<file path="config.mk">
export PLATFORM = sky130hd
export DESIGN_NAME = board_top
export DESIGN_NICKNAME = d
export VERILOG_FILES = /design/src/rtl/board_pkg.sv /design/src/rtl/board_top.sv /design/src/rtl/board_led.sv /design/src/rtl/board_dip.sv /design/src/rtl/board_inputs.sv /design/src/rtl/board_reset_seq.sv /design/src/rtl/board_timer.sv
export SDC_FILE = /design/constraint.sdc
export NUM_CORES = 1
export LEC_CHECK = 0
export BUFFER_PORTS_ARGS = -buffer_cell sky130_fd_sc_hd__buf_2
export CORE_MARGIN = 2
export CORE_UTILIZATION = 33
export DETAILED_ROUTE_END_ITERATION = 6
export PLACE_DENSITY = 0.63
export RECOVER_POWER = 100
export SYNTH_ARGS = -nofsm -noshare
export SYNTH_HDL_FRONTEND = slang
export SYNTH_SLANG_ARGS = --single-unit
</file>
<file path="constraint.sdc">
create_clock -name clk_sys -period 2.1 [get_ports clk_sys]
set_input_delay 0.315 -clock clk_sys [delete_from_list [all_inputs] [get_ports clk_sys]]
set_output_delay 0.315 -clock clk_sys [all_outputs]
set_load 0.005 [all_outputs]
</file>
<file path="src/rtl/board_pkg.sv">
// ################################################
// Board support package
// Sequencer state, input widths and OSD status fields
// ################################################
package board_pkg;

    // Reset sequencer phases
    typedef enum logic [1:0] {
        st_hold,
        st_init,
        st_game_hold,
        st_run
    } reset_state_t;

    // Joystick and player widths
    localparam int JOY_W       = 10;
    localparam int BOARD_JOY_W = 16;
    localparam int PLAYERS     = 2;

    localparam int STATUS_W    = 32;

    // Direction bits of a joystick
    // Button 1 sits at bit 4
    localparam int JOY_RIGHT   = 0;
    localparam int JOY_LEFT    = 1;
    localparam int JOY_DOWN    = 2;
    localparam int JOY_UP      = 3;

    // Pause button on board joystick 1
    localparam int JOY_PAUSE   = 9;

    // OSD status word fields
    localparam int ST_FLIP     = 1;
    localparam int ST_PAUSE    = 2;
    localparam int ST_FX_LO    = 3;   // two bits
    localparam int ST_TEST     = 5;
    localparam int ST_NO_FM    = 6;
    localparam int ST_NO_PSG   = 7;
    localparam int ST_ROT_LO   = 8;   // two bits

endpackage
</file>
<file path="src/rtl/board_top.sv">
// ################################################
// Board support top level
// Reset sequencing, input mapping, DIP decode and LED
// ################################################
`timescale 1ns/1ps

module board_top #(
    parameter int HOLD_LEN     = 64,
    parameter int INIT_LEN     = 256,
    parameter int GAME_LEN     = 64,
    parameter int COUNT_W      = 10,
    parameter int BLINK_FRAMES = 16,
    parameter int ACTIVE_LOW   = 1
) (
    input  logic                               clk_sys,
    input  logic                               reset,
    input  logic                               rst_req,
    input  logic                               downloading,

    input  logic [board_pkg::BOARD_JOY_W-1:0]  board_joystick1,
    input  logic [board_pkg::BOARD_JOY_W-1:0]  board_joystick2,
    input  logic [board_pkg::PLAYERS-1:0]      board_coin,
    input  logic [board_pkg::PLAYERS-1:0]      board_start,

    input  logic [board_pkg::STATUS_W-1:0]     status,

    input  logic                               LVBL,
    input  logic                               osd_shown,
    input  logic                               game_led,

    output logic                               rst,
    output logic                               sdram_init,
    output logic                               game_rst,

    output logic [board_pkg::JOY_W-1:0]        game_joystick1,
    output logic [board_pkg::JOY_W-1:0]        game_joystick2,
    output logic [board_pkg::PLAYERS-1:0]      game_coin,
    output logic [board_pkg::PLAYERS-1:0]      game_start,

    output logic                               dip_test,
    output logic                               dip_pause,
    output logic                               dip_flip,
    output logic                               enable_fm,
    output logic                               enable_psg,
    output logic                               led,
    output logic [1:0]                         dip_fxlevel,
    output logic [1:0]                         rotate
);

    logic               timer_start;
    logic               timer_done;
    logic [COUNT_W-1:0] timer_len;
    logic               soft_rst;
    logic               game_pause;

    board_reset_seq #(
        .HOLD_LEN   ( HOLD_LEN      ),
        .INIT_LEN   ( INIT_LEN      ),
        .GAME_LEN   ( GAME_LEN      ),
        .COUNT_W    ( COUNT_W       )
    ) u_reset_seq (
        .clk_sys    ( clk_sys       ),
        .reset      ( reset         ),
        .rst_req    ( rst_req       ),
        .downloading( downloading   ),
        .soft_rst   ( soft_rst      ),
        .timer_done ( timer_done    ),
        .timer_start( timer_start   ),
        .timer_len  ( timer_len     ),
        .rst        ( rst           ),
        .sdram_init ( sdram_init    ),
        .game_rst   ( game_rst      )
    );

    board_timer #(
        .COUNT_W    ( COUNT_W       )
    ) u_timer (
        .clk_sys    ( clk_sys       ),
        .reset      ( reset         ),
        .start      ( timer_start   ),
        .len        ( timer_len     ),
        .done       ( timer_done    )
    );

    board_inputs #(
        .ACTIVE_LOW ( ACTIVE_LOW    )
    ) u_inputs (
        .clk_sys        ( clk_sys           ),
        .rst            ( rst               ),
        .dip_flip       ( dip_flip          ),
        .board_joystick1( board_joystick1   ),
        .board_joystick2( board_joystick2   ),
        .board_coin     ( board_coin        ),
        .board_start    ( board_start       ),
        .game_joystick1 ( game_joystick1    ),
        .game_joystick2 ( game_joystick2    ),
        .game_coin      ( game_coin         ),
        .game_start     ( game_start        ),
        .game_pause     ( game_pause        ),
        .soft_rst       ( soft_rst          )
    );

    board_dip u_dip (
        .clk_sys    ( clk_sys       ),
        .rst        ( rst           ),
        .status     ( status        ),
        .game_pause ( game_pause    ),
        .dip_test   ( dip_test      ),
        .dip_pause  ( dip_pause     ),
        .dip_flip   ( dip_flip      ),
        .dip_fxlevel( dip_fxlevel   ),
        .enable_fm  ( enable_fm     ),
        .enable_psg ( enable_psg    ),
        .rotate     ( rotate        )
    );

    board_led #(
        .BLINK_FRAMES( BLINK_FRAMES )
    ) u_led (
        .clk_sys    ( clk_sys       ),
        .rst        ( rst           ),
        .downloading( downloading   ),
        .osd_shown  ( osd_shown     ),
        .game_led   ( game_led      ),
        .LVBL       ( LVBL          ),
        .led        ( led           )
    );

endmodule

</file>
<file path="src/rtl/board_led.sv">
// ################################################
// Status LED
// Blinks during download, else OSD or game LED
// ################################################
`timescale 1ns/1ps

module board_led #(
    parameter int BLINK_FRAMES = 16
) (
    input  logic clk_sys,
    input  logic rst,
    input  logic downloading,
    input  logic osd_shown,
    input  logic game_led,
    input  logic LVBL,
    output logic led
);

    localparam int CNT_W = BLINK_FRAMES > 1 ? $clog2(BLINK_FRAMES) : 1;

    logic             lvbl_q;
    logic             dl_q;
    logic             frame_end;
    logic             dl_start;
    logic             blink;
    logic             blink_nx;
    logic [CNT_W-1:0] frame_cnt;
    logic [CNT_W-1:0] frame_cnt_nx;

    // Falling edge of LVBL marks a new frame
    assign frame_end = lvbl_q & ~LVBL;
    assign dl_start  = downloading & ~dl_q;

    always_comb begin
        blink_nx     = blink;
        frame_cnt_nx = frame_cnt;
        if (dl_start) begin
            blink_nx     = 1'b1;
            frame_cnt_nx = '0;
        end else if (downloading && frame_end) begin
            if (frame_cnt == CNT_W'(BLINK_FRAMES - 1)) begin
                frame_cnt_nx = '0;
                blink_nx     = ~blink;
            end else begin
                frame_cnt_nx = frame_cnt + 1'b1;
            end
        end
    end

    always_ff @(posedge clk_sys) begin
        if (rst) begin
            lvbl_q    <= 1'b0;
            dl_q      <= 1'b0;
            blink     <= 1'b1;
            frame_cnt <= '0;
            led       <= 1'b0;
        end else begin
            lvbl_q    <= LVBL;
            dl_q      <= downloading;
            blink     <= blink_nx;
            frame_cnt <= frame_cnt_nx;
            // Download first, then OSD, then the game
            led       <= downloading ? blink_nx : (osd_shown | game_led);
        end
    end

endmodule

</file>
<file path="src/rtl/board_dip.sv">
// ################################################
// DIP decoder
// OSD status word to registered DIP settings
// ################################################
`timescale 1ns/1ps

module board_dip (
    input  logic                            clk_sys,
    input  logic                            rst,
    input  logic [board_pkg::STATUS_W-1:0]  status,
    input  logic                            game_pause,
    output logic                            dip_test,
    output logic                            dip_pause,
    output logic                            dip_flip,
    output logic [1:0]                      dip_fxlevel,
    output logic                            enable_fm,
    output logic                            enable_psg,
    output logic [1:0]                      rotate
);
    import board_pkg::*;

    always_ff @(posedge clk_sys) begin
        if (rst) begin
            dip_test    <= 1'b0;
            dip_pause   <= 1'b0;
            dip_flip    <= 1'b0;
            dip_fxlevel <= 2'd0;
            enable_fm   <= 1'b0;
            enable_psg  <= 1'b0;
            rotate      <= 2'd0;
        end else begin
            dip_test    <= status[ST_TEST];
            dip_flip    <= status[ST_FLIP];
            dip_fxlevel <= status[ST_FX_LO +: 2];
            rotate      <= status[ST_ROT_LO +: 2];
            // Pause from the OSD or from the player's button
            dip_pause   <= status[ST_PAUSE] | game_pause;
            // Status bits disable the sound chips
            enable_fm   <= ~status[ST_NO_FM];
            enable_psg  <= ~status[ST_NO_PSG];
        end
    end

endmodule

</file>
<file path="src/rtl/board_inputs.sv">
// ################################################
// Input mapper
// Joysticks, coins and starts to game inputs, plus pause
// ################################################
`timescale 1ns/1ps

module board_inputs #(
    parameter int ACTIVE_LOW = 1
) (
    input  logic                               clk_sys,
    input  logic                               rst,
    input  logic                               dip_flip,
    input  logic [board_pkg::BOARD_JOY_W-1:0]  board_joystick1,
    input  logic [board_pkg::BOARD_JOY_W-1:0]  board_joystick2,
    input  logic [board_pkg::PLAYERS-1:0]      board_coin,
    input  logic [board_pkg::PLAYERS-1:0]      board_start,
    output logic [board_pkg::JOY_W-1:0]        game_joystick1,
    output logic [board_pkg::JOY_W-1:0]        game_joystick2,
    output logic [board_pkg::PLAYERS-1:0]      game_coin,
    output logic [board_pkg::PLAYERS-1:0]      game_start,
    output logic                               game_pause,
    output logic                               soft_rst
);
    import board_pkg::*;

    // Output level of a button that is not pressed
    localparam logic POL = ACTIVE_LOW != 0;

    logic pause_q;
    logic combo;
    logic combo_q;

    // Keep the low bits and swap directions on a flipped screen
    function automatic logic [JOY_W-1:0] map_joy(
        input logic [BOARD_JOY_W-1:0] joy,
        input logic                   flip
    );
        logic [JOY_W-1:0] m;
        m = joy[JOY_W-1:0];
        if (flip) begin
            m[JOY_UP]    = joy[JOY_DOWN];
            m[JOY_DOWN]  = joy[JOY_UP];
            m[JOY_LEFT]  = joy[JOY_RIGHT];
            m[JOY_RIGHT] = joy[JOY_LEFT];
        end
        return m;
    endfunction

    // Player 1 start and coin together
    assign combo = board_start[0] & board_coin[0];

    always_ff @(posedge clk_sys) begin
        if (rst) begin
            game_joystick1 <= {JOY_W{POL}};
            game_joystick2 <= {JOY_W{POL}};
            game_coin      <= {PLAYERS{POL}};
            game_start     <= {PLAYERS{POL}};
            game_pause     <= 1'b0;
            pause_q        <= 1'b0;
            combo_q        <= 1'b0;
            soft_rst       <= 1'b0;
        end else begin
            game_joystick1 <= map_joy(board_joystick1, dip_flip) ^ {JOY_W{POL}};
            game_joystick2 <= map_joy(board_joystick2, dip_flip) ^ {JOY_W{POL}};
            game_coin      <= board_coin ^ {PLAYERS{POL}};
            game_start     <= board_start ^ {PLAYERS{POL}};

            // Pause toggles on each press
            pause_q <= board_joystick1[JOY_PAUSE];
            if (board_joystick1[JOY_PAUSE] && !pause_q) begin
                game_pause <= ~game_pause;
            end

            combo_q  <= combo;
            soft_rst <= combo & ~combo_q;
        end
    end

endmodule

</file>
<file path="src/rtl/board_reset_seq.sv">
// ################################################
// Reset sequencer
// Orders board, SDRAM init and game resets
// ################################################
`timescale 1ns/1ps

module board_reset_seq #(
    parameter int HOLD_LEN = 64,
    parameter int INIT_LEN = 256,
    parameter int GAME_LEN = 64,
    parameter int COUNT_W  = 10
) (
    input  logic               clk_sys,
    input  logic               reset,
    input  logic               rst_req,
    input  logic               downloading,
    input  logic               soft_rst,
    input  logic               timer_done,
    output logic               timer_start,
    output logic [COUNT_W-1:0] timer_len,
    output logic               rst,
    output logic               sdram_init,
    output logic               game_rst
);
    import board_pkg::*;

    // Start reaches the timer one edge after the state change
    localparam logic [COUNT_W-1:0] HOLD_CNT = COUNT_W'(HOLD_LEN - 1);
    localparam logic [COUNT_W-1:0] INIT_CNT = COUNT_W'(INIT_LEN - 1);
    localparam logic [COUNT_W-1:0] GAME_CNT = COUNT_W'(GAME_LEN - 1);

    reset_state_t state;
    reset_state_t state_nx;
    logic         start_nx;
    logic         wait_dl;
    logic         wait_dl_nx;
    logic         phase_end;

    // A done seen while the timer reloads belongs to an older count
    assign phase_end = timer_done & ~timer_start;

    always_comb begin
        case (state)
            st_hold: timer_len = HOLD_CNT;
            st_init: timer_len = INIT_CNT;
            default: timer_len = GAME_CNT;
        endcase
    end

    always_comb begin
        state_nx   = state;
        start_nx   = 1'b0;
        wait_dl_nx = wait_dl;
        case (state)
            st_hold: begin
                if (phase_end) begin
                    state_nx = st_init;
                    start_nx = 1'b1;
                end
            end
            st_init: begin
                if (phase_end) begin
                    state_nx   = st_game_hold;
                    start_nx   = 1'b1;
                    wait_dl_nx = downloading;
                end
            end
            st_game_hold: begin
                // Count again from the first edge with downloading low
                if (downloading) begin
                    wait_dl_nx = 1'b1;
                end else if (wait_dl) begin
                    start_nx   = 1'b1;
                    wait_dl_nx = 1'b0;
                end else if (phase_end) begin
                    state_nx = st_run;
                end
            end
            st_run: begin
                if (downloading) begin
                    state_nx   = st_game_hold;
                    wait_dl_nx = 1'b1;
                end else if (soft_rst) begin
                    state_nx = st_game_hold;
                    start_nx = 1'b1;
                end
            end
            default: state_nx = st_hold;
        endcase
    end

    always_ff @(posedge clk_sys) begin
        if (reset || rst_req) begin
            state       <= st_hold;
            timer_start <= 1'b1;
            wait_dl     <= 1'b0;
            rst         <= 1'b1;
            sdram_init  <= 1'b1;
            game_rst    <= 1'b1;
        end else begin
            state       <= state_nx;
            timer_start <= start_nx;
            wait_dl     <= wait_dl_nx;
            rst         <= state_nx == st_hold;
            sdram_init  <= state_nx == st_hold || state_nx == st_init;
            game_rst    <= state_nx != st_run;
        end
    end

endmodule

</file>
<file path="src/rtl/board_timer.sv">
// ################################################
// Phase timer
// Loadable down counter with a single done pulse
// ################################################
`timescale 1ns/1ps

module board_timer #(
    parameter int COUNT_W = 10
) (
    input  logic               clk_sys,
    input  logic               reset,
    input  logic               start,
    input  logic [COUNT_W-1:0] len,
    output logic               done
);

    logic [COUNT_W-1:0] cnt;

    // Zero means idle
    always_ff @(posedge clk_sys) begin
        if (reset) begin
            cnt <= '0;
        end else if (start) begin
            cnt <= len;
        end else if (cnt != '0) begin
            cnt <= cnt - 1'b1;
        end
    end

    // Pulses on the last count, which ends len cycles after start
    assign done = cnt == COUNT_W'(1);

endmodule

</file>
### After elaboration in Yosys (flattened, before gate mapping)

Index checks and enable logic that the tools add are counted.

* register bits: 62
* output and inout port bits: 37
* word-level logic and storage cells: 100
* bits of input ports: 75

* equality and inequality tests: 9
* add/sub/neg operators: 2
* multiplexer cells: 30
* bitwise logic cells: 19
* reductions and logical operators: 13

Operators by type and width (number)
* $mux 10: 2
* $mux 4: 5
* $not 10->10: 2
* $mux 2: 7
* $mux 1: 12
* $eq 10x1->1 const B: 1
* $reduce_bool 10->1: 1
* $sub 10x1->10 const B: 1
* $mux 8: 1
* $not 1->1: 8
* $pmux 2 s4: 1
* $pmux 1 s3: 2
* $and 1x1->1: 5
* $add 4x1->4 const B: 1
* $eq 2x1->1 const B: 2
* $eq 2x2->1 const B: 2
* $eq 4x4->1 const B: 1
* $logic_not 2->1: 2
* $ne 2x2->1 const B: 2
* $not 2->2: 2
* $reduce_or 2->1: 2
* $reduce_and 3->1: 1
* $reduce_bool 3->1: 1
* $logic_and 1x1->1: 2
* 5 further kinds: 7

### Logic depth before layout (Yosys ltp)

* depth after elaboration: 8
* mapped depth: 6
* depth with buffers taken out: 6

### By module

Synthesis repeated with hierarchy kept, for this count alone.

* cells, all modules: 240
* area, all modules: 2471.1 um^2

By module, submodules not included
* board_inputs: area an instance 858.3 um^2, cells an instance 70, instances 1, sequential area each 560.5 um^2
* board_timer: area an instance 608.1 um^2, cells an instance 72, instances 1, sequential area each 200.2 um^2
* board_reset_seq: area an instance 414.1 um^2, cells an instance 44, instances 1, sequential area each 140.1 um^2
* board_led: area an instance 340.3 um^2, cells an instance 36, instances 1, sequential area each 160.2 um^2
* board_dip: area an instance 250.2 um^2, cells an instance 18, instances 1, sequential area each 180.2 um^2

### Worst setup path after synthesis

Ideal clock, no wire load.

* kind: reg-to-reg
* start point: reg u_timer.cnt[0]
* end point: reg u_timer.cnt[7]
* path slack: 0.359 ns
* data arrival time: 1.618 ns
* library setup time: 0.122 ns
* required time: 1.978 ns
* clock period less this slack: 1.741 ns
* stages on the path, launching flop included: 7
* buffers on the path: 0
* cell sequence: dfxtp_1 inv_1 ha_1 or4b_2 nor3_2 or3_1 o21ai_0

* cells in the longest elaborated chain, start to end: 3
* elaborated cells between the ends (all ways): 5
* classes of those cells: add/sub: 1; mux: 2; reduce/logical: 2

Ends and longest elaborated chain
* from (decl): RTL line board_timer.sv:17 `logic [COUNT_W-1:0] cnt;`
* from (signal assigned): RTL line board_timer.sv:24 `cnt <= len;`
* from (signal assigned): RTL line board_timer.sv:26 `cnt <= cnt - 1'b1;`
* $sub 10x1->10: RTL line board_timer.sv:26
* $mux 10: RTL line board_timer.sv:25 `end else if (cnt != '0) begin`
* $mux 10: RTL line board_timer.sv:23 `end else if (start) begin`

Parallel ways exist; a longest one is shown, timed or not. The select of a mux whose other input is x is not followed.
A chain may end at the register's enable or synchronous reset.

### Final worst setup path

Same ends and word-level chain as after synthesis.

==> results.ini <==
[routing]
ant_nets = 0
drc = 0
drt-wirelength-per-cell_um = 11.1
vias = 1715
dr.first_iter.drc_count = 58
drt_pass1_iterations = 4
vias_per_cell = 4.47
drt_wl_total_mm = 4.26

[critical_path]
r2r_start = u_timer.cnt[0]$_SDFFE_PP0P_
crit_path_start = u_timer.cnt[0]$_SDFFE_PP0P_
cp_max_fo = 4
crit_path_end_kind = flip-flop
cp.arrival_ps = 2100
required_ps = 2300
r2r_end = u_timer.cnt[7]$_SDFFE_PP0P_
setup.worst_path.start_class = flip-flop
r2r_cells = 6
r2r_slack_ps = 200
critPathKind = reg2reg

[sta]
skew_ps = 7.95
slew_headroom = 0.677
rsz0062_at_grt = false
finalSetupViolCount = 0
max_freq_ghz = 0.527
worst_slack_ps = 203
period_needed_ps = 1900
hold_viol_final = 0
worst_slew_pin_slew_ps = 485
holdWs_ps = 137
drv_slew = 0
tns_ps = 0
min_period_over_period = 0.903

[floorplanning]
coreArea_um2 = 6720
initial_core_util = 0.338
die_w_um = 86.9
ios = 112
die-area_um2 = 7560
die_h_um = 86.9
row_count = 30

[global_route]
grt_usage = 0.112
antenna_found_initial = 0
grt_max_degree = 15
first_global_vias = 1534
grt.overflow.total = 0
grt_pass1_wl_mm = 6.80

[place]
placedCellCount = 368
port_buffers = 76
pre_cts_ws_ps = 204
place_hpwl_mm = 3.19
placed_area_um2 = 2720
place.gp.congestion = 0.728

[cts]
cts_resized = 0
cts_setup_buffers = 0
root_buffer = clkbuf_8
cts_hold_buf = 0
clock_path_buffers = 2
cts.clk_slew.worst_paths_ps = 70
h-tree-depth = 3
clock_sinks = 62
clk_latency_ps = 320
cts_buffers = 9
cts_tree = yes

[hold_path]
hp-start = status[7]
hold_depth = 2
holdPathEnd = u_dip.enable_psg$_SDFF_PP0_
worst_hold_path_type = in2reg

[layout]
fin_util = 0.431
stdcell_count = 384
antenna_cells = 0
drive_gt1_frac = 0.273
fillers = 673
final_area_um2 = 2890
fin_nets = 378
syn_to_final_growth_pct = 27.5

[power_and_ir_drop]
p_comb_frac = 0.045
peakVddDrop_v = 0.000361
intPower_mw = 1.91
sw_frac_of_total = 0.207
leakage_nw = 1.09
power_frac_clock = 0.457
p_switching_uw = 500
p_total_mw = 2.41
power.density_nw_per_um2 = 834
seq_power_share = 0.498

[synthesis]
synth_edf_count = 0
yosysWarnings = 0
synthCells = 219
synth_seq_area_share = 0.547
ys_types = 42
async_reset_ff_frac = 0
netlist_area_um2 = 2270
ys_ff_latch = 62
postSynthAreaPerCell_um2 = 10.4
synth_ff_type = dfxtp_1
syn-num-nets = 298

[run]
max_cap_viol_count = 0

[status]
status = finished clean

==> logic make-up after synthesis <==
logic type,count (synthesis),share of synthesized area
adder cells (fa/ha/maj),4,0.0221
XOR/XNOR,8,0.0309
AND/OR/NAND/NOR,86,0.230
buffers and inverters,18,0.0336
AO/OA/AOI/OAI,30,0.0876
flip-flops,62,0.547
multiplexers,11,0.0491
==> cells in the mapped netlist, types with 5 or more instances <==
library cell | instances | area share
o21ai_0 | 5 | 0.011
inv_1 | 9 | 0.015
a21oi_1 | 10 | 0.022
nor2_1 | 15 | 0.025
nand2b_1 | 19 | 0.052
nand2_1 | 8 | 0.013
xnor2_1 | 7 | 0.027
or2_2 | 8 | 0.022
mux2i_1 | 10 | 0.044
clkbuf_1 | 7 | 0.012
nor3_1 | 7 | 0.015
dfxtp_1 | 62 | 0.55
nor2b_1 | 9 | 0.025
==> critical path: stages, from the launching register on <==
cell and delay (ps):
dfxtp_1 340, inv_1 110, ha_1 160, or4b_2 630, nor3_2 240, or3_1 210
o21ai_0 100
==> sequential cells by signal, indices dropped and copies added (netlist names), 2 cells and up <==
name / cells
u_reset_seq.state: 2
u_inputs.game_start: 2
u_inputs.game_joystick2: 10
u_inputs.game_coin: 2
u_dip.dip_fxlevel: 2
u_led.frame_cnt: 4
u_timer.cnt: 10
u_inputs.game_joystick1: 10
u_dip.rotate: 2
==> cells in the final DEF (no fill, tap or decap), types with 9 or more instances in the layout <==
master	count
a21oi_1	10
buf_2	51
clkbuf_1	27
clkbuf_8	9
dfxtp_1	62
inv_1	9
mux2i_1	10
nand2b_1	19
nor2_1	15
nor2b_1	9
==> worst max-delay path by stage <==
| stage | endpoint | slack, ps | depth (start not counted) |
|---|---|---|---|
| finish | u_timer.cnt[7]$_SDFFE_PP0P_ | 200 | 6 |
| CTS | u_timer.cnt[7]$_SDFFE_PP0P_ | 200 | 6 |
| global placement | u_timer.cnt[7]$_SDFFE_PP0P_ | 210 | 6 |
| floorplan | u_timer.cnt[7]$_SDFFE_PP0P_ | 360 | 6 |
| global route | u_reset_seq.wait_dl$_SDFFE_PP0P_ | 50 | 6 |
| detailed placement | u_timer.cnt[7]$_SDFFE_PP0P_ | 200 | 6 |
==> cell type report <==
cell class	count	area (um2)	area share
flip-flops and latches	62	1240	0.429
clock inverters	6	86.3	0.0298
clock buffers	10	128	0.0441
well taps	80	100	0.0346
inverters	9	33.8	0.0117
multi-input cells	139	947	0.327
repair buffers	78	358	0.124
==> power groups by stage <==
| stage | clock network [mW] | logic [mW] | registers (mW) |
|---|---|---|---|
| 3_3_place_gp | 0 | 0.107 | 1.23 |
| 6_report | 1.10 | 0.108 | 1.20 |
| 4_1_cts | 1.14 | 0.110 | 1.20 |
| 2_1_floorplan | 0 | 0.0639 | 1.22 |
| 3_5_place_dp | 0 | 0.109 | 1.23 |
| 5_1_grt | 1.19 | 0.123 | 1.20 |
==> routing by layer <==
| layer | global-route usage | vias up | wire length [um] | share of wire |
|---|---|---|---|---|
| li1 | - | 900 | - | - |
| met1 | 0.147 | 774 | 2010 | 0.47 |
| met2 | 0.173 | 39 | 2050 | 0.48 |
| met3 | 0.0294 | 2 | 174 | 0.041 |
| met4 | 0.0511 | 0 | 25 | 0.0059 |
| met5 | 0 | - | 0 | 0 |
(Power assumes the default switching activity.)
